--- src/source/rv_pipe_macros.svh ---
//==========================================================
// RV pipeline constants.
// Reset and trap vectors, PC step and trap cause codes.
//==========================================================
`ifndef RV_PIPE_MACROS_SVH
`define RV_PIPE_MACROS_SVH

`define RESET_PC 32'h0000_0200   // First fetch address after reset.
`define TRAP_PC  32'h0000_0100   // Single trap vector, no vectored mode.
`define PC_STEP  32'd4           // One 32-bit instruction.

// Standard machine cause codes, one per exception bit.
`define CAUSE_MAL_INSN     4'd0
`define CAUSE_FAULT_INSN   4'd1
`define CAUSE_ILLEGAL_INSN 4'd2
`define CAUSE_BREAKPOINT   4'd3
`define CAUSE_MAL_L        4'd4
`define CAUSE_FAULT_L      4'd5
`define CAUSE_MAL_S        4'd6
`define CAUSE_FAULT_S      4'd7
`define CAUSE_ENV_M        4'd11
`define CAUSE_IRQ          4'd15  // Reserved code, marks the external interrupt.

`endif

--- src/source/rv_pipe_pkg.sv ---
//==========================================================
// RV pipeline types.
// Width typedefs shared by the pipeline control blocks.
//==========================================================
`default_nettype none

package rv_pipe_pkg;

  typedef logic [31:0] word_t;   // Instruction word or branch target.
  typedef logic [31:0] addr_t;   // Instruction address.

  // One bit per exception, highest priority first.
  // [8] fault_insn
  // [7] mal_insn
  // [6] illegal_insn
  // [5] breakpoint
  // [4] env_m
  // [3] mal_l
  // [2] fault_l
  // [1] mal_s
  // [0] fault_s
  typedef logic [8:0] exc_flags_t;

  typedef logic [3:0] cause_t;   // Trap cause code, interrupt bit not stored.

endpackage

`default_nettype wire
--- src/source/fetch_pc.sv ---
//==========================================================
// Fetch program counter.
// Holds the PC and selects trap, redirect or sequential next.
//==========================================================
`include "rv_pipe_macros.svh"
`default_nettype none

module fetch_pc (
  input  wire logic               clk,
  input  wire logic               rst,
  input  wire logic               pc_en,      // Advance to the next word.
  input  wire logic               npc_sel,    // Take the execute-stage target.
  input  wire logic               intr,       // Trap taken this cycle.
  input  wire rv_pipe_pkg::addr_t ex_target,
  output rv_pipe_pkg::addr_t      pc
);

  rv_pipe_pkg::addr_t pc_next;

  // Trap wins over redirect, redirect over the sequential step.
  always_comb begin
    if (intr) begin
      pc_next = rv_pipe_pkg::addr_t'(`TRAP_PC);
    end else if (npc_sel) begin
      pc_next = ex_target;                        // Jump or mispredicted branch.
    end else if (pc_en) begin
      pc_next = pc + rv_pipe_pkg::addr_t'(`PC_STEP);
    end else begin
      pc_next = pc;                               // Memory wait or halt.
    end
  end

  always_ff @(posedge clk) begin
    if (rst) begin
      pc <= rv_pipe_pkg::addr_t'(`RESET_PC);
    end else begin
      pc <= pc_next;
    end
  end

endmodule

`default_nettype wire

--- src/source/hazard_unit.sv ---
//==========================================================
// Hazard unit.
// Stall, flush, PC enable and redirect for the two-stage
// pipeline, from memory waits, jumps, halt and traps.
//==========================================================
`default_nettype none

module hazard_unit (
  input  wire logic iren,
  input  wire logic i_ram_busy,
  input  wire logic d_ram_busy,
  input  wire logic dren,         // Execute stage loads.
  input  wire logic dwen,         // Execute stage stores.
  input  wire logic jump,
  input  wire logic branch,
  input  wire logic mispredict,
  input  wire logic halt,
  input  wire logic intr,         // Trap from the privilege block.
  output logic      npc_sel,
  output logic      pc_en,
  output logic      if_ex_flush,
  output logic      if_ex_stall
);

  logic dmem_access;
  logic branch_jump;
  logic wait_for_imem;
  logic wait_for_dmem;

  assign dmem_access   = dren | dwen;
  assign branch_jump   = jump | (branch & mispredict);  // Predicted branches fall through.
  assign wait_for_imem = iren & i_ram_busy;
  assign wait_for_dmem = dmem_access & d_ram_busy;

  // Redirect to the execute-stage target.
  assign npc_sel = branch_jump;

  // PC moves when nothing waits, or on a redirect.
  assign pc_en = (~wait_for_dmem & ~wait_for_imem & ~halt) | branch_jump;

  // The data access finished but fetch is still busy.
  // Let the load or store retire and drop the fetch slot.
  assign if_ex_flush = intr | branch_jump |
                       (wait_for_imem & dmem_access & ~d_ram_busy);

  // Hold execute on a memory wait or halt.
  // A trap always moves on, so intr overrides the stall.
  assign if_ex_stall = (wait_for_dmem | (wait_for_imem & ~dmem_access) | halt) &
                       ~intr;

endmodule

`default_nettype wire

--- src/source/if_ex_latch.sv ---
//==========================================================
// Fetch to execute pipeline register.
// Instruction, its PC and a valid bit, with stall and flush.
//==========================================================
`default_nettype none

module if_ex_latch (
  input  wire logic               clk,
  input  wire logic               rst,
  input  wire logic               stall,     // Freeze the entry.
  input  wire logic               flush,     // Kill the entry, beats stall.
  input  wire rv_pipe_pkg::word_t instr_in,
  input  wire rv_pipe_pkg::addr_t pc_in,
  output rv_pipe_pkg::word_t      ex_instr,
  output rv_pipe_pkg::addr_t      ex_pc,
  output logic                    ex_valid
);

  // Valid bit.
  always_ff @(posedge clk) begin
    if (rst) begin
      ex_valid <= 1'b0;
    end else if (flush) begin
      ex_valid <= 1'b0;                 // Squashed slot becomes a bubble.
    end else if (!stall) begin
      ex_valid <= 1'b1;
    end
  end

  // Payload only moves when not stalled.
  // A flushed slot may load anything, valid is already low.
  always_ff @(posedge clk) begin
    if (!stall) begin
      ex_instr <= instr_in;
      ex_pc    <= pc_in;
    end
  end

endmodule

`default_nettype wire

--- src/source/pipeline_ctrl.sv ---
//==========================================================
// Two-stage pipeline control top.
// Connects fetch PC, stage register, hazard unit and the
// privilege exception block.
//==========================================================
`default_nettype none

module pipeline_ctrl (
  input  wire logic                    clk,
  input  wire logic                    rst,
  input  wire rv_pipe_pkg::word_t      imem_data,   // Fetched instruction.
  input  wire logic                    i_ram_busy,
  input  wire logic                    d_ram_busy,
  input  wire logic                    dren,
  input  wire logic                    dwen,
  input  wire logic                    jump,
  input  wire logic                    branch,
  input  wire logic                    mispredict,
  input  wire logic                    halt,
  input  wire rv_pipe_pkg::addr_t      ex_target,
  input  wire rv_pipe_pkg::exc_flags_t ex_flags,
  input  wire logic                    irq,
  output rv_pipe_pkg::addr_t           pc,
  output logic                         iren,
  output rv_pipe_pkg::word_t           ex_instr,
  output rv_pipe_pkg::addr_t           ex_pc,
  output logic                         ex_valid,
  output rv_pipe_pkg::cause_t          trap_cause,
  output rv_pipe_pkg::addr_t           trap_epc,
  output logic                         pipeline_finish
);

  logic npc_sel;
  logic pc_en;
  logic if_ex_flush;
  logic if_ex_stall;
  logic intr;

  assign iren            = ~rst;   // Fetch runs whenever out of reset.
  assign pipeline_finish = irq;    // Mirrors the interrupt request.

  fetch_pc fetch_pc_i (
    .clk       (clk),
    .rst       (rst),
    .pc_en     (pc_en),
    .npc_sel   (npc_sel),
    .intr      (intr),
    .ex_target (ex_target),
    .pc        (pc)
  );

  // Stage register, loads the word fetched at pc.
  if_ex_latch if_ex_latch_i (
    .clk      (clk),
    .rst      (rst),
    .stall    (if_ex_stall),
    .flush    (if_ex_flush),
    .instr_in (imem_data),
    .pc_in    (pc),
    .ex_instr (ex_instr),
    .ex_pc    (ex_pc),
    .ex_valid (ex_valid)
  );

  hazard_unit hazard_unit_i (
    .iren        (iren),
    .i_ram_busy  (i_ram_busy),
    .d_ram_busy  (d_ram_busy),
    .dren        (dren),
    .dwen        (dwen),
    .jump        (jump),
    .branch      (branch),
    .mispredict  (mispredict),
    .halt        (halt),
    .intr        (intr),
    .npc_sel     (npc_sel),
    .pc_en       (pc_en),
    .if_ex_flush (if_ex_flush),
    .if_ex_stall (if_ex_stall)
  );

  prv_exception prv_exception_i (
    .clk        (clk),
    .rst        (rst),
    .ex_valid   (ex_valid),
    .ex_flags   (ex_flags),
    .ex_pc      (ex_pc),
    .irq        (irq),
    .intr       (intr),
    .trap_cause (trap_cause),
    .trap_epc   (trap_epc)
  );

endmodule

`default_nettype wire

--- src/source/prv_exception.sv ---
//==========================================================
// Privilege exception block.
// Ranks exceptions, holds a pending interrupt, records the
// trap cause and EPC and raises intr.
//==========================================================
`include "rv_pipe_macros.svh"
`default_nettype none

module prv_exception (
  input  wire logic                    clk,
  input  wire logic                    rst,
  input  wire logic                    ex_valid,   // Execute slot holds a real instruction.
  input  wire rv_pipe_pkg::exc_flags_t ex_flags,
  input  wire rv_pipe_pkg::addr_t      ex_pc,
  input  wire logic                    irq,        // External interrupt request.
  output logic                         intr,
  output rv_pipe_pkg::cause_t          trap_cause,
  output rv_pipe_pkg::addr_t           trap_epc
);

  rv_pipe_pkg::exc_flags_t flags;
  rv_pipe_pkg::cause_t     exc_cause;
  rv_pipe_pkg::cause_t     cause_next;
  logic                    exc_any;
  logic                    irq_pending;
  logic                    irq_taken;

  // Bubbles never raise an exception.
  assign flags   = ex_valid ? ex_flags : '0;
  assign exc_any = |flags;

  // Fixed priority, bit 8 highest.
  always_comb begin
    if (flags[8]) begin
      exc_cause = `CAUSE_FAULT_INSN;
    end else if (flags[7]) begin
      exc_cause = `CAUSE_MAL_INSN;
    end else if (flags[6]) begin
      exc_cause = `CAUSE_ILLEGAL_INSN;
    end else if (flags[5]) begin
      exc_cause = `CAUSE_BREAKPOINT;
    end else if (flags[4]) begin
      exc_cause = `CAUSE_ENV_M;
    end else if (flags[3]) begin
      exc_cause = `CAUSE_MAL_L;
    end else if (flags[2]) begin
      exc_cause = `CAUSE_FAULT_L;
    end else if (flags[1]) begin
      exc_cause = `CAUSE_MAL_S;
    end else begin
      exc_cause = `CAUSE_FAULT_S;   // Only used when bit 0 is set.
    end
  end

  // Synchronous exceptions win over a pending interrupt.
  assign intr       = ex_valid & (exc_any | irq_pending);
  assign irq_taken  = intr & ~exc_any;
  assign cause_next = exc_any ? exc_cause : `CAUSE_IRQ;

  // Interrupt stays pending until it is the trap that gets taken.
  always_ff @(posedge clk) begin
    if (rst) begin
      irq_pending <= 1'b0;
    end else if (irq_taken) begin
      irq_pending <= 1'b0;
    end else if (irq) begin
      irq_pending <= 1'b1;
    end
  end

  // Cause and EPC of the last taken trap.
  always_ff @(posedge clk) begin
    if (rst) begin
      trap_cause <= '0;
      trap_epc   <= '0;
    end else if (intr) begin
      trap_cause <= cause_next;
      trap_epc   <= ex_pc;      // Faulting or interrupted instruction.
    end
  end

endmodule

`default_nettype wire

--- config.mk ---
export PLATFORM = sky130hd
export DESIGN_NAME = pipeline_ctrl
export DESIGN_NICKNAME = d
export VERILOG_FILES = /design/src/source/rv_pipe_pkg.sv /design/src/source/fetch_pc.sv /design/src/source/hazard_unit.sv /design/src/source/if_ex_latch.sv /design/src/source/pipeline_ctrl.sv /design/src/source/prv_exception.sv
export VERILOG_INCLUDE_DIRS = /design/src /design/src/source
export SDC_FILE = /design/constraint.sdc
export NUM_CORES = 1
export LEC_CHECK = 0
export ABC_AREA = 1
export BUFFER_PORTS_ARGS = -buffer_cell sky130_fd_sc_hd__buf_2
export CAP_MARGIN = 40
export CORE_MARGIN = 3
export CORE_UTILIZATION = 49
export CTS_CLUSTER_DIAMETER = 50
export DETAILED_ROUTE_END_ITERATION = 8
export HOLD_SLACK_MARGIN = 0.02
export PLACE_DENSITY_LB_ADDON = 0.12
export SETUP_SLACK_MARGIN = 0.02
export SYNTH_ARGS = -nofsm -noshare
export SYNTH_HDL_FRONTEND = slang
export SYNTH_SLANG_ARGS = --single-unit
export TNS_END_PERCENT = 30
--- constraint.sdc ---
create_clock -name clk -period 4.2 [get_ports clk]
set_input_delay 0.63 -clock clk [delete_from_list [all_inputs] [get_ports clk]]
set_output_delay 0.63 -clock clk [all_outputs]
set_load 0.05 [all_outputs]
==> results of run 1 <==
==> cell families (layout without fill, tap and decap cells) <==
kind of cell / count (synthesis) / after routing
xor+xnor: 2 / 2
buf+inv: 70 / 298
simple gates: 378 / 378
compound gates: 81 / 81
fa+ha+maj: 1 / 1
flops: 134 / 134
==> per-stage QoR <==
step	cell area, sq um	hold slack [ns]
after global placement	6910	0.438
after floorplan	5780	0.530
after global routing	7500	0.372
after CTS	7500	0.378
final	7500	0.393
after detailed placement	6910	0.445
==> power breakdown <==
part / internal (mW) / leakage, nW / total, mW / switching (mW)
Clock: 0.932 / 0.280 / 1.48 / 0.551
Sequential: 1.48 / 1.20 / 1.55 / 0.0682
Combinational: 0.146 / 1.80 / 0.651 / 0.504
Total: 2.56 / 3.28 / 3.68 / 1.12
==> worst max-delay path: stages, from the launching register on <==
cell     delay, ns
dfxtp_1       0.68
nand2_1       0.19
nand3_2       0.15
nor2_4        0.05
nand2_4       0.08
nand2_8       0.16
nand2_2       0.11
buf_4         0.65
==> state kept, by name (all words and copies together) (netlist names), named ones only <==
name                         cells
fetch_pc_i.pc                   30
prv_exception_i.trap_cause       4
if_ex_latch_i.ex_instr          32
prv_exception_i.trap_epc        32
prv_exception_i.irq_pending      1
if_ex_latch_i.ex_valid           1
if_ex_latch_i.ex_pc             32
==> cell usage after synthesis (2+ instances only) <==
library cell  count  area, sq um
a21oi_1           7         35.0
a21oi_2          12          105
a31oi_1           5         31.3
buf_2             6         30.0
buf_4             5         37.5
buf_6             6         67.6
clkbuf_1          7         26.3
dfxtp_1          70         1400
edfxtp_1         64         1920
inv_1            39          146
inv_2             5         18.8
nand2_1         140          526
nand2_2           2         12.5
nand2_4           2         22.5
nand3_1          43          215
nand3b_1          3         22.5
nand4_1           9         56.3
nor2_1          161          604
nor2_2            3         18.8
nor2_4            4         45.0
nor3_1            5         25.0
o211ai_1          4         30.0
o21ai_0          46          230
o21ai_2           2         17.5
or2_2             3         18.8
==> worst paths after layout <==
path	startpoint	to	slack (ns)
setup reg to reg	if_ex_latch_i.ex_valid	if_ex_latch_i.ex_pc[23]	1.71
hold reg to reg	prv_exception_i.trap_cause[3]	prv_exception_i.trap_cause[3]	0.45
hold / removal	imem_data[31]	if_ex_latch_i.ex_instr[31]	0.39
setup / recovery	if_ex_latch_i.ex_valid	if_ex_latch_i.ex_pc[23]	1.71
==> final cells by class <==
cell class	count	area (sq um)	share of cell area [%]
Clock inverter	13	158	2.10
Timing Repair Buffer	221	1110	14.8
Multi-Input combinational cell	462	2120	28.3
Sequential cell	134	3320	44.3
Clock buffer	19	433	5.77
Tap cell	143	179	2.39
Inverter	45	171	2.29
==> cells in the final DEF (no fill, tap or decap), types with 2 or more instances in the layout <==
master      count
a21oi_1         7
a21oi_2        12
a31oi_1         5
buf_2         218
buf_4           3
bufinv_16       3
clkbuf_1        2
clkbuf_16      17
clkinv_2        4
clkinvlp_4      4
dfxtp_1        70
edfxtp_1       64
inv_1          39
inv_2           5
inv_6           2
nand2_1       139
nand2_2         3
nand2_4         2
nand3_1        43
nand3b_1        3
nand4_1         9
nor2_1        161
nor2_2          3
nor2_4          4
nor3_1          5
o211ai_1        4
o21ai_0        46
o21ai_2         2
or2_2           3
==> layer usage <==
metal | vias to the layer above | share of wire [%] | global-route usage, %
li1 | 2623 | - | -
met1 | 2388 | 41 | 28.9
met2 | 213 | 49 | 39.9
met3 | 21 | 7.8 | 5.39
met4 | 0 | 1.5 | 8.08
met5 | - | 0 | 0
==> insert_results.sql, run 1 <==
INSERT INTO impl_metrics (metric_group, metric, value, unit) VALUES
('worst_setup_path', 'crit_arrival', '2.52', 'ns'),
('sta', 'setup_viol_count_final', '0', ''),
('synthesis', 'syn-mean-instance-area', '8.68', 'sq um'),
('sta', 'timing.max_slew.rel_slack', '44.8', '%'),
('global_routing', 'global_route.overflow_total', '0', ''),
('synthesis', 'syn_area', '5780', 'sq um'),
('clocking', 'holdBufCountCts', '0', ''),
('clocking', 'h-tree-depth', '4', ''),
('global_routing', 'grt_first_pass_wirelength', '24100', 'microns'),
('worst_setup_path', 'critical_path_peak_fanout', '64', ''),
('synthesis', 'synthCells', '666', ''),
('synthesis', 'synthSimpleGateAreaFrac', '27.7', '%'),
('worst_setup_path', 'rr_worst_depth', '7', ''),
('detailed_routing', 'routed-via-count', '5245', ''),
('sta', 'tightestPinTransition', '0.828', 'ns'),
('clocking', 'clock_tree.root_cell', 'clkbuf_16', ''),
('sta', 'tns', '0', 'ns'),
('pwr', 'power.density', '491', 'nW/um^2'),
('detailed_routing', 'wire_per_inst', '15.0', 'microns'),
('worst_hold_path', 'hold_path_class', 'in -> reg', ''),
('sta', 'slew_violations', '0', ''),
('detailed_routing', 'number_of_nets_with_antenna_violations_after_routing', '0', ''),
('sta', 'grt_setup_unrepaired', 'no', ''),
('worst_hold_path', 'hold_depth', '1', ''),
('clocking', 'post_cts_resized', '0', ''),
('finish', 'fill_cells', '989', ''),
('outcome', 'outcome', 'complete, no violations', ''),
('synthesis', 'compound_gate_fraction_of_synth_area', '8.42', '%'),
('synthesis', 'count_of_flip_flops_with_a_built_in_enable_after_synthesis', '64', ''),
('pwr', 'p_total', '3.68', 'mW'),
('clocking', 'clkSlewWorstSetupHoldPaths', '0.06', 'ns'),
('finish', 'post_layout_nonfiller_instances', '1037', ''),
('placement', 'place_ws', '1.57', 'ns'),
('sta', 'maxClockFrequency', '402', 'MHz'),
('die', 'fp.dieArea', '13100', 'sq um'),
('placement', 'dp_hpwl', '11300', 'microns'),
('pwr', 'power.leakage', '3.28', 'nW'),
('clocking', 'post-cts-setup-buffers', '0', ''),
('die', 'fp.dieH', '115', 'microns'),
('placement', 'gp_congestion', '0.932', ''),
('run', 'max_cap_viol_count', '0', ''),
('synthesis', 'ys_warn_count', '0', ''),
('worst_setup_path', 'data_required_time_of_the_worst_path', '4.23', 'ns'),
('sta', 'fin_worst_skew', '0.0129', 'ns'),
('finish', 'drive_above_1_share', '32.3', '%'),
('sta', 'timing.final.ws_setup', '1.71', 'ns'),
('clocking', 'cts_inserted_buffers', '17', ''),
('pwr', 'vdd_ir_drop_max', '0.399', 'mV'),
('detailed_routing', 'routed_wl', '15600', 'microns'),
('synthesis', 'synthArstFlopShare', '0', '%'),
('die', 'rows', '39', ''),
('global_routing', 'grt_max_degree', '65', ''),
('detailed_routing', 'detailedRoute.firstIterationViolations', '412', ''),
('clocking', 'clkLatencyLatePin', '0.41', 'ns'),
('synthesis', 'synth_xor_xnor_area_share', '0.303', '%'),
('synthesis', 'yosysSeqAreaShare', '57.5', '%'),
('synthesis', 'seq_cells_post_synth', '134', ''),
('clocking', 'clock-sinks', '134', ''),
('global_routing', 'antenna_found_initial', '0', ''),
('synthesis', 'synth-adder-area-share', '0.216', '%'),
('global_routing', 'gr-usage-all-layers', '23.3', '%'),
('finish', 'finalCoreUtilization', '65.4', '%'),
('clocking', 'tritoncts', 'built', ''),
('placement', 'post-place-cells', '1005', ''),
('finish', 'antenna_cells_inserted', '0', ''),
('sta', 'min_period', '2.49', 'ns'),
('sta', 'post-route-period-util', '59.2', '%'),
('finish', 'num-nets-final', '966', ''),
('global_routing', 'first_global_vias', '4837', ''),
('synthesis', 'synth_ff_type', 'dfxtp_1', ''),
('worst_setup_path', 'worst-setup-path-type', 'reg -> reg', '');
No activity file was read; power rests on OpenSTA's default activity.
==> run 2: changes to the inputs <==
==> constraint.sdc (replaced) <==
create_clock -name clk -period 2.3 [get_ports clk]
set_input_delay 0.345 -clock clk [delete_from_list [all_inputs] [get_ports clk]]
set_output_delay 0.345 -clock clk [all_outputs]
set_load 0.05 [all_outputs]
==> insert_results.sql, run 2 (synthesis results as in run 1) <==
INSERT INTO impl_metrics (metric_group, metric, value, unit) VALUES
('outcome', 'outcome', 'complete, no violations', ''),
('die', 'start_util', '50.4', '%'),
('detailed_routing', 'routed-via-count', '5300', ''),
('finish', 'largestRegisters', 'if_ex_latch_i.ex_instr (32), if_ex_latch_i.ex_pc (32), prv_exception_i.trap_epc (32)', ''),
('sta', 'setup_viol_count_final', '0', ''),
('worst_setup_path', 'critical_path_peak_fanout', '50', ''),
('worst_setup_path', 'crit_arrival', '2.14', 'ns'),
('finish', 'fin_area', '7550', 'sq um'),
('worst_setup_path', 'crit_slowest_cell', 'dfxtp_1', ''),
('sta', 'slew_violations', '0', ''),
('sta', 'final-hold-violation-count', '0', ''),
('global_routing', 'grt_first_pass_wirelength', '24300', 'microns'),
('detailed_routing', 'detailedRoute.firstIterationViolations', '389', ''),
('detailed_routing', 'wire_per_inst', '15.2', 'microns'),
('detailed_routing', 'routed_wl', '15800', 'microns'),
('finish', 'drive_above_1_share', '32.5', '%'),
('global_routing', 'gr-usage-all-layers', '23.7', '%'),
('detailed_routing', 'remaining_drc_errors', '0', ''),
('sta', 'tns', '0', 'ns'),
('global_routing', 'grt_max_degree', '51', ''),
('sta', 'grt_setup_unrepaired', 'no', ''),
('finish', 'syn_to_final_growth', '30.7', '%'),
('sta', 'tightestPinTransition', '0.443', 'ns'),
('pwr', 'power.share.clock', '39.7', '%'),
('clocking', 'ctsLongestPathBuffers', '2', ''),
('die', 'fp.dieArea', '13100', 'sq um'),
('placement', 'post-place-cells', '1009', ''),
('worst_setup_path', 'crit_family', 'simple AND/OR/NAND/NOR gates', ''),
('clocking', 'tritoncts', 'built', ''),
('pwr', 'power.share.sequential', '42.3', '%'),
('clocking', 'h-tree-depth', '4', ''),
('die', 'fp.dieH', '115', 'microns'),
('pwr', 'combPwrFrac', '18.0', '%'),
('sta', 'post-route-period-util', '89.6', '%'),
('finish', 'fill_cells', '990', ''),
('pwr', 'power.leakage', '3.31', 'nW'),
('die', 'rows', '39', ''),
('global_routing', 'first_global_vias', '4882', ''),
('clocking', 'post_cts_resized', '0', ''),
('finish', 'mostFrequentLayoutCell', 'buf_2', ''),
('pwr', 'power.density', '884', 'nW/um^2'),
('global_routing', 'antenna_found_initial', '0', ''),
('worst_hold_path', 'hold_path_class', 'in -> reg', ''),
('finish', 'multi_input_comb_area', '2130', 'sq um'),
('sta', 'fin_worst_skew', '0.00776', 'ns'),
('die', 'ios', '219', ''),
('clocking', 'post-cts-setup-buffers', '0', ''),
('finish', 'num-nets-final', '970', ''),
('worst_setup_path', 'worst-path-buf-inv', '1', ''),
('clocking', 'cts_inserted_buffers', '17', ''),
('clocking', 'clkSlewWorstSetupHoldPaths', '0.06', 'ns'),
('pwr', 'internal_power', '4.63', 'mW'),
('clocking', 'clock_tree.root_cell', 'clkbuf_16', ''),
('detailed_routing', 'drt_pass1_iterations', '5', ''),
('pwr', 'p_sw', '2.05', 'mW'),
('worst_setup_path', 'critical_path.startpoint_type', 'register', ''),
('placement', 'port_buffers', '218', ''),
('pwr', 'vdd_ir_drop_max', '0.861', 'mV'),
('placement', 'placed_cell_area', '6970', 'sq um'),
('clocking', 'clock-sinks', '134', ''),
('worst_setup_path', 'cp_cell_sequence', 'nand2_1, nand3_2, nor2_4, nand2_4, nand2_8, nand2_4, buf_12', ''),
('clocking', 'holdBufCountCts', '0', ''),
('global_routing', 'global_route.overflow_total', '0', ''),
('finish', 'layout.cells.most_common_list', '218 x buf_2, 161 x nor2_1, 139 x nand2_1', ''),
('die', 'dieWidth', '115', 'microns'),
('detailed_routing', 'detail_route.vias_per_cell', '5.09', ''),
('run', 'max_cap_viol_count', '0', ''),
('finish', 'final-seq-area', '3320', 'sq um'),
('placement', 'gp_congestion', '0.894', ''),
('placement', 'dp_hpwl', '11600', 'microns'),
('clocking', 'clkLatencyLatePin', '0.41', 'ns'),
('detailed_routing', 'number_of_nets_with_antenna_violations_after_routing', '0', ''),
('worst_setup_path', 'critical-path-max-stage-delay', '0.55', 'ns'),
('sta', 'timing.max_slew.rel_slack', '70.4', '%'),
('sta', 'min_period', '2.06', 'ns'),
('worst_setup_path', 'worst-setup-path-type', 'reg -> reg', ''),
('pwr', 'power.share.switching', '30.7', '%'),
('worst_setup_path', 'data_required_time_of_the_worst_path', '2.38', 'ns'),
('finish', 'antenna_cells_inserted', '0', ''),
('die', 'floorplan.core_area', '11500', 'sq um'),
('worst_setup_path', 'critPathMostFrequentCell', 'nand2_4', ''),
('finish', 'post_layout_nonfiller_instances', '1041', ''),
('sta', 'maxClockFrequency', '485', 'MHz'),
('worst_setup_path', 'endpoint_kind', 'register', '');
-- run 2: changes by cell type in the layout (fill, tap and decap cells not counted), sizes merged --
| cell | before | now |
|---|---|---|
| buf | 221 | 225 |
| bufinv | 3 | 2 |
| clkbuf | 19 | 20 |
| clkinv | 4 | 5 |
| clkinvlp | 4 | 3 |
-- run 2: power groups by stage --
| stage | Sequential [mW] | Clock, mW | Combinational, mW |
|---|---|---|---|
| 2_1_floorplan | 3.41 | 0 | 0.325 |
| 4_1_cts | 2.82 | 2.69 | 1.21 |
| 3_5_place_dp | 2.87 | 0 | 1.21 |
| 6_report | 2.82 | 2.65 | 1.21 |
| 5_1_grt | 2.84 | 2.80 | 1.28 |
| 3_3_place_gp | 2.87 | 0 | 1.20 |
-- run 2: final timing paths --
kind	startpoint	to	slack [ns]	cells after the start
worst max-delay path	if_ex_latch_i.ex_valid	if_ex_latch_i.ex_instr[23]	0.24	7
worst min-delay path	imem_data[21]	if_ex_latch_i.ex_instr[21]	0.11	1
worst max register to register	if_ex_latch_i.ex_valid	if_ex_latch_i.ex_instr[23]	0.24	7
worst min register to register	prv_exception_i.trap_cause[3]	prv_exception_i.trap_cause[3]	0.47	2
-- run 2: metrics by stage --
| step | utilization [%] | worst slack (ns) | hold slack (ns) | total power, mW |
|---|---|---|---|---|
| finish | 65.9 | 0.239 | 0.107 | 6.68 |
| global placement | 60.8 | 0.386 | 0.445 | 4.06 |
| floorplan | - | 0.0403 | 0.417 | 3.74 |
| global route | 65.9 | 0.0856 | 0.0865 | 6.92 |
| CTS | 65.9 | 0.261 | 0.0856 | 6.72 |
| detailed placement | 60.8 | 0.278 | 0.463 | 4.08 |
-- run 2: final cells by class --
class	count	area share [%]
Sequential cell	134	44.0
Multi-Input combinational cell	462	28.2
Timing Repair Buffer	225	15.5
Clock buffer	20	6.05
Tap cell	143	2.37
Inverter	45	2.27
Clock inverter	12	1.67
-- run 2: metal layers --
metal / global-route usage (%) / vias to the layer above / share of wire [%]
met3: 6.34 / 24 / 7.9
met1: 28.8 / 2421 / 41
met4: 9.34 / 0 / 1.8
met5: 0 / - / 0
met2: 39.9 / 224 / 49
li1: - / 2631 / -
==> run 3: changes to the inputs <==
--- a/config.mk
+++ b/config.mk
@@ -14,7 +14,7 @@
 export CTS_CLUSTER_DIAMETER = 50
 export DETAILED_ROUTE_END_ITERATION = 8
 export HOLD_SLACK_MARGIN = 0.02
-export PLACE_DENSITY_LB_ADDON = 0.12
+export PLACE_DENSITY = 0.87
 export SETUP_SLACK_MARGIN = 0.02
 export SYNTH_ARGS = -nofsm -noshare
 export SYNTH_HDL_FRONTEND = slang
==> insert_results.sql, run 3 (synthesis results as in run 1) <==
INSERT INTO impl_metrics (metric_group, metric, value, unit) VALUES
('outcome', 'outcome', 'complete, no violations', ''),
('die', 'rows', '39', ''),
('pwr', 'power.share.sequential', '43.2', '%'),
('worst_setup_path', 'worstReg2RegStart', 'if_ex_latch_i.ex_valid', ''),
('clocking', 'ctsLongestPathBuffers', '2', ''),
('sta', 'setup_viol_count_final', '0', ''),
('sta', 'fin_worst_skew', '0.00812', 'ns'),
('sta', 'post-route-period-util', '85.8', '%'),
('die', 'fp.dieH', '115', 'microns'),
('die', 'ios', '219', ''),
('pwr', 'power.share.switching', '32.6', '%'),
('worst_hold_path', 'min_delay_worst_endpoint', 'if_ex_latch_i.ex_instr[1]', ''),
('die', 'dieWidth', '115', 'microns'),
('worst_setup_path', 'cp_cell_sequence', 'nand2_1, nand3_2, nor2_4, nand2_4, nand2_8, nand2_4, buf_12', ''),
('pwr', 'vdd_ir_drop_max', '0.582', 'mV'),
('worst_setup_path', 'worst-setup-path-type', 'reg -> reg', ''),
('worst_setup_path', 'critical_path_peak_fanout', '54', ''),
('pwr', 'power.share.clock', '38.4', '%'),
('sta', 'maxClockFrequency', '507', 'MHz'),
('finish', 'fin_area', '7510', 'sq um'),
('sta', 'grt_setup_unrepaired', 'no', ''),
('run', 'max_cap_viol_count', '0', ''),
('pwr', 'power.density', '871', 'nW/um^2'),
('finish', 'num-nets-final', '969', ''),
('worst_hold_path', 'hold_depth', '1', ''),
('detailed_routing', 'number_of_nets_with_antenna_violations_after_routing', '0', ''),
('finish', 'antenna_cells_inserted', '0', ''),
('finish', 'mostFrequentLayoutCell', 'buf_2', ''),
('sta', 'tns', '0', 'ns'),
('finish', 'multi_input_comb_area', '2130', 'sq um'),
('clocking', 'clock_tree.root_cell', 'clkbuf_16', ''),
('sta', 'timing.max_slew.rel_slack', '66.6', '%'),
('sta', 'tightestPinTransition', '0.500', 'ns'),
('global_routing', 'antenna_found_initial', '0', ''),
('detailed_routing', 'routed_wl', '16000', 'microns'),
('die', 'start_util', '50.4', '%'),
('clocking', 'clkSlewWorstSetupHoldPaths', '0.06', 'ns'),
('pwr', 'p_sw', '2.13', 'mW'),
('die', 'floorplan.core_area', '11500', 'sq um'),
('clocking', 'clkLatencyLatePin', '0.42', 'ns'),
('worst_setup_path', 'crit-reg2reg-capture', 'if_ex_latch_i.ex_instr[27]', ''),
('worst_setup_path', 'rr_worst_depth', '7', ''),
('placement', 'place_ws', '0.118', 'ns'),
('placement', 'dp_hpwl', '11600', 'microns'),
('worst_setup_path', 'crit_family', 'simple AND/OR/NAND/NOR gates', ''),
('worst_setup_path', 'r2r_setup_slack', '0.33', 'ns'),
('pwr', 'internal_power', '4.41', 'mW'),
('sta', 'final-hold-violation-count', '0', ''),
('worst_setup_path', 'path_depth', '7', ''),
('finish', 'finalCoreUtilization', '65.5', '%'),
('worst_setup_path', 'endpoint_kind', 'register', ''),
('clocking', 'clock-sinks', '134', ''),
('detailed_routing', 'detailedRoute.firstIterationViolations', '467', ''),
('worst_setup_path', 'data_required_time_of_the_worst_path', '2.39', 'ns'),
('clocking', 'h-tree-depth', '4', ''),
('finish', 'post_layout_nonfiller_instances', '1040', ''),
('placement', 'placed_cell_area', '6950', 'sq um'),
('worst_setup_path', 'crit_slowest_cell', 'dfxtp_2', ''),
('worst_setup_path', 'crit_arrival', '2.06', 'ns'),
('global_routing', 'global_route.overflow_total', '0', ''),
('detailed_routing', 'remaining_drc_errors', '0', ''),
('sta', 'slew_violations', '0', ''),
('finish', 'layout.cells.most_common_list', '218 x buf_2, 161 x nor2_1, 139 x nand2_1', ''),
('global_routing', 'first_global_vias', '5019', ''),
('worst_setup_path', 'critical-path-max-stage-delay', '0.50', 'ns'),
('global_routing', 'grt_first_pass_wirelength', '24700', 'microns'),
('global_routing', 'gr-usage-all-layers', '24.1', '%'),
('worst_setup_path', 'critical_path.startpoint_type', 'register', ''),
('pwr', 'combPwrFrac', '18.4', '%'),
('worst_setup_path', 'worst-path-buf-inv', '1', ''),
('sta', 'min_period', '1.97', 'ns'),
('worst_hold_path', 'hold_path_class', 'in -> reg', ''),
('finish', 'largestRegisters', 'if_ex_latch_i.ex_instr (32), if_ex_latch_i.ex_pc (32), prv_exception_i.trap_epc (32)', ''),
('detailed_routing', 'drt_pass1_iterations', '6', ''),
('global_routing', 'grt_max_degree', '55', ''),
('worst_setup_path', 'critPathMostFrequentCell', 'nand2_4', ''),
('finish', 'final-seq-area', '3320', 'sq um'),
('clocking', 'cts_inserted_buffers', '17', ''),
('placement', 'post-place-cells', '1008', ''),
('worst_hold_path', 'worst_hold_startpoint', 'imem_data[1]', ''),
('finish', 'syn_to_final_growth', '29.9', '%'),
('placement', 'gp_congestion', '0.921', ''),
('detailed_routing', 'detail_route.vias_per_cell', '5.15', ''),
('clocking', 'tritoncts', 'built', ''),
('pwr', 'power.leakage', '3.29', 'nW'),
('detailed_routing', 'wire_per_inst', '15.4', 'microns'),
('sta', 'timing.final.ws_setup', '0.327', 'ns'),
('finish', 'drive_above_1_share', '32.8', '%'),
('detailed_routing', 'routed-via-count', '5356', ''),
('placement', 'port_buffers', '218', ''),
('finish', 'fill_cells', '934', ''),
('die', 'fp.dieArea', '13100', 'sq um'),
('clocking', 'post-cts-setup-buffers', '0', '');
-- run 3: cell types whose count changed in the layout (fill, tap and decap cells not counted) --
| cell | previous run | this run |
|---|---|---|
| bufinv_16 | 2 | 0 |
| clkinv_2 | 2 | 1 |
| dfxtp_1 | 70 | 69 |
| dfxtp_2 | 0 | 1 |
| clkinvlp_4 | 3 | 1 |
| clkinv_1 | 2 | 1 |
| inv_6 | 2 | 4 |
| clkbuf_8 | 2 | 1 |
| buf_12 | 2 | 1 |
| clkinv_4 | 1 | 5 |
| inv_8 | 0 | 2 |
| clkbuf_1 | 1 | 0 |
-- run 3: layout make-up --
| class | instances | area share (%) |
|---|---|---|
| multi-input cells | 462 | 28.3 |
| clock inverters | 14 | 1.57 |
| inverters | 45 | 2.28 |
| clock buffers | 18 | 5.85 |
| well taps | 143 | 2.38 |
| repair buffers | 224 | 15.3 |
| flip-flops and latches | 134 | 44.3 |
-- run 3: repair_timing --
item / 4_1_cts / 5_1_grt
setup endpoints to repair: 0 / 55
resized for setup: 0 / 1
hold buffers: 0 / 0
-- run 3: stage by stage --
stage | hold slack, ns | power (mW)
finish | 0.0944 | 6.54
global route | 0.0876 | 6.76
CTS | 0.0841 | 6.56
detailed placement | 0.451 | 4.08
global placement | 0.438 | 4.05
floorplan | 0.417 | 3.74
-- run 3: worst max path at each step --
stage                     slack (ns)                          to                   start
after floorplan                 0.04   if_ex_latch_i.ex_instr[0]  if_ex_latch_i.ex_valid
after global placement          0.20  if_ex_latch_i.ex_instr[13]  if_ex_latch_i.ex_valid
after detailed placement        0.12   if_ex_latch_i.ex_instr[1]  if_ex_latch_i.ex_valid
after CTS                       0.12  if_ex_latch_i.ex_instr[27]  if_ex_latch_i.ex_valid
after global routing            0.21  if_ex_latch_i.ex_instr[27]  if_ex_latch_i.ex_valid
final                           0.33  if_ex_latch_i.ex_instr[27]  if_ex_latch_i.ex_valid
-- run 3: metal layers --
metal	global-route usage (%)	part of all wire [%]	up-vias
li1	-	-	2629
met1	29.5	41	2434
met2	40.5	49	257
met3	4.81	7.1	36
met4	11.6	2.7	0
met5	0	0	-
-- run 3: power groups by stage --
stage	sequential [mW]	combinational, mW	clock, mW
2_1_floorplan	3.41	0.325	0
6_report	2.83	1.20	2.51
5_1_grt	2.85	1.27	2.64
4_1_cts	2.83	1.20	2.53
3_3_place_gp	2.87	1.19	0
3_5_place_dp	2.88	1.20	0
-- run 3: worst register-to-register path: stages (launching register included) --
cell and delay (ns):
dfxtp_2 0.50, nand2_1 0.16, nand3_2 0.14, nor2_4 0.05
nand2_4 0.08, nand2_8 0.16, nand2_4 0.23, buf_12 0.29
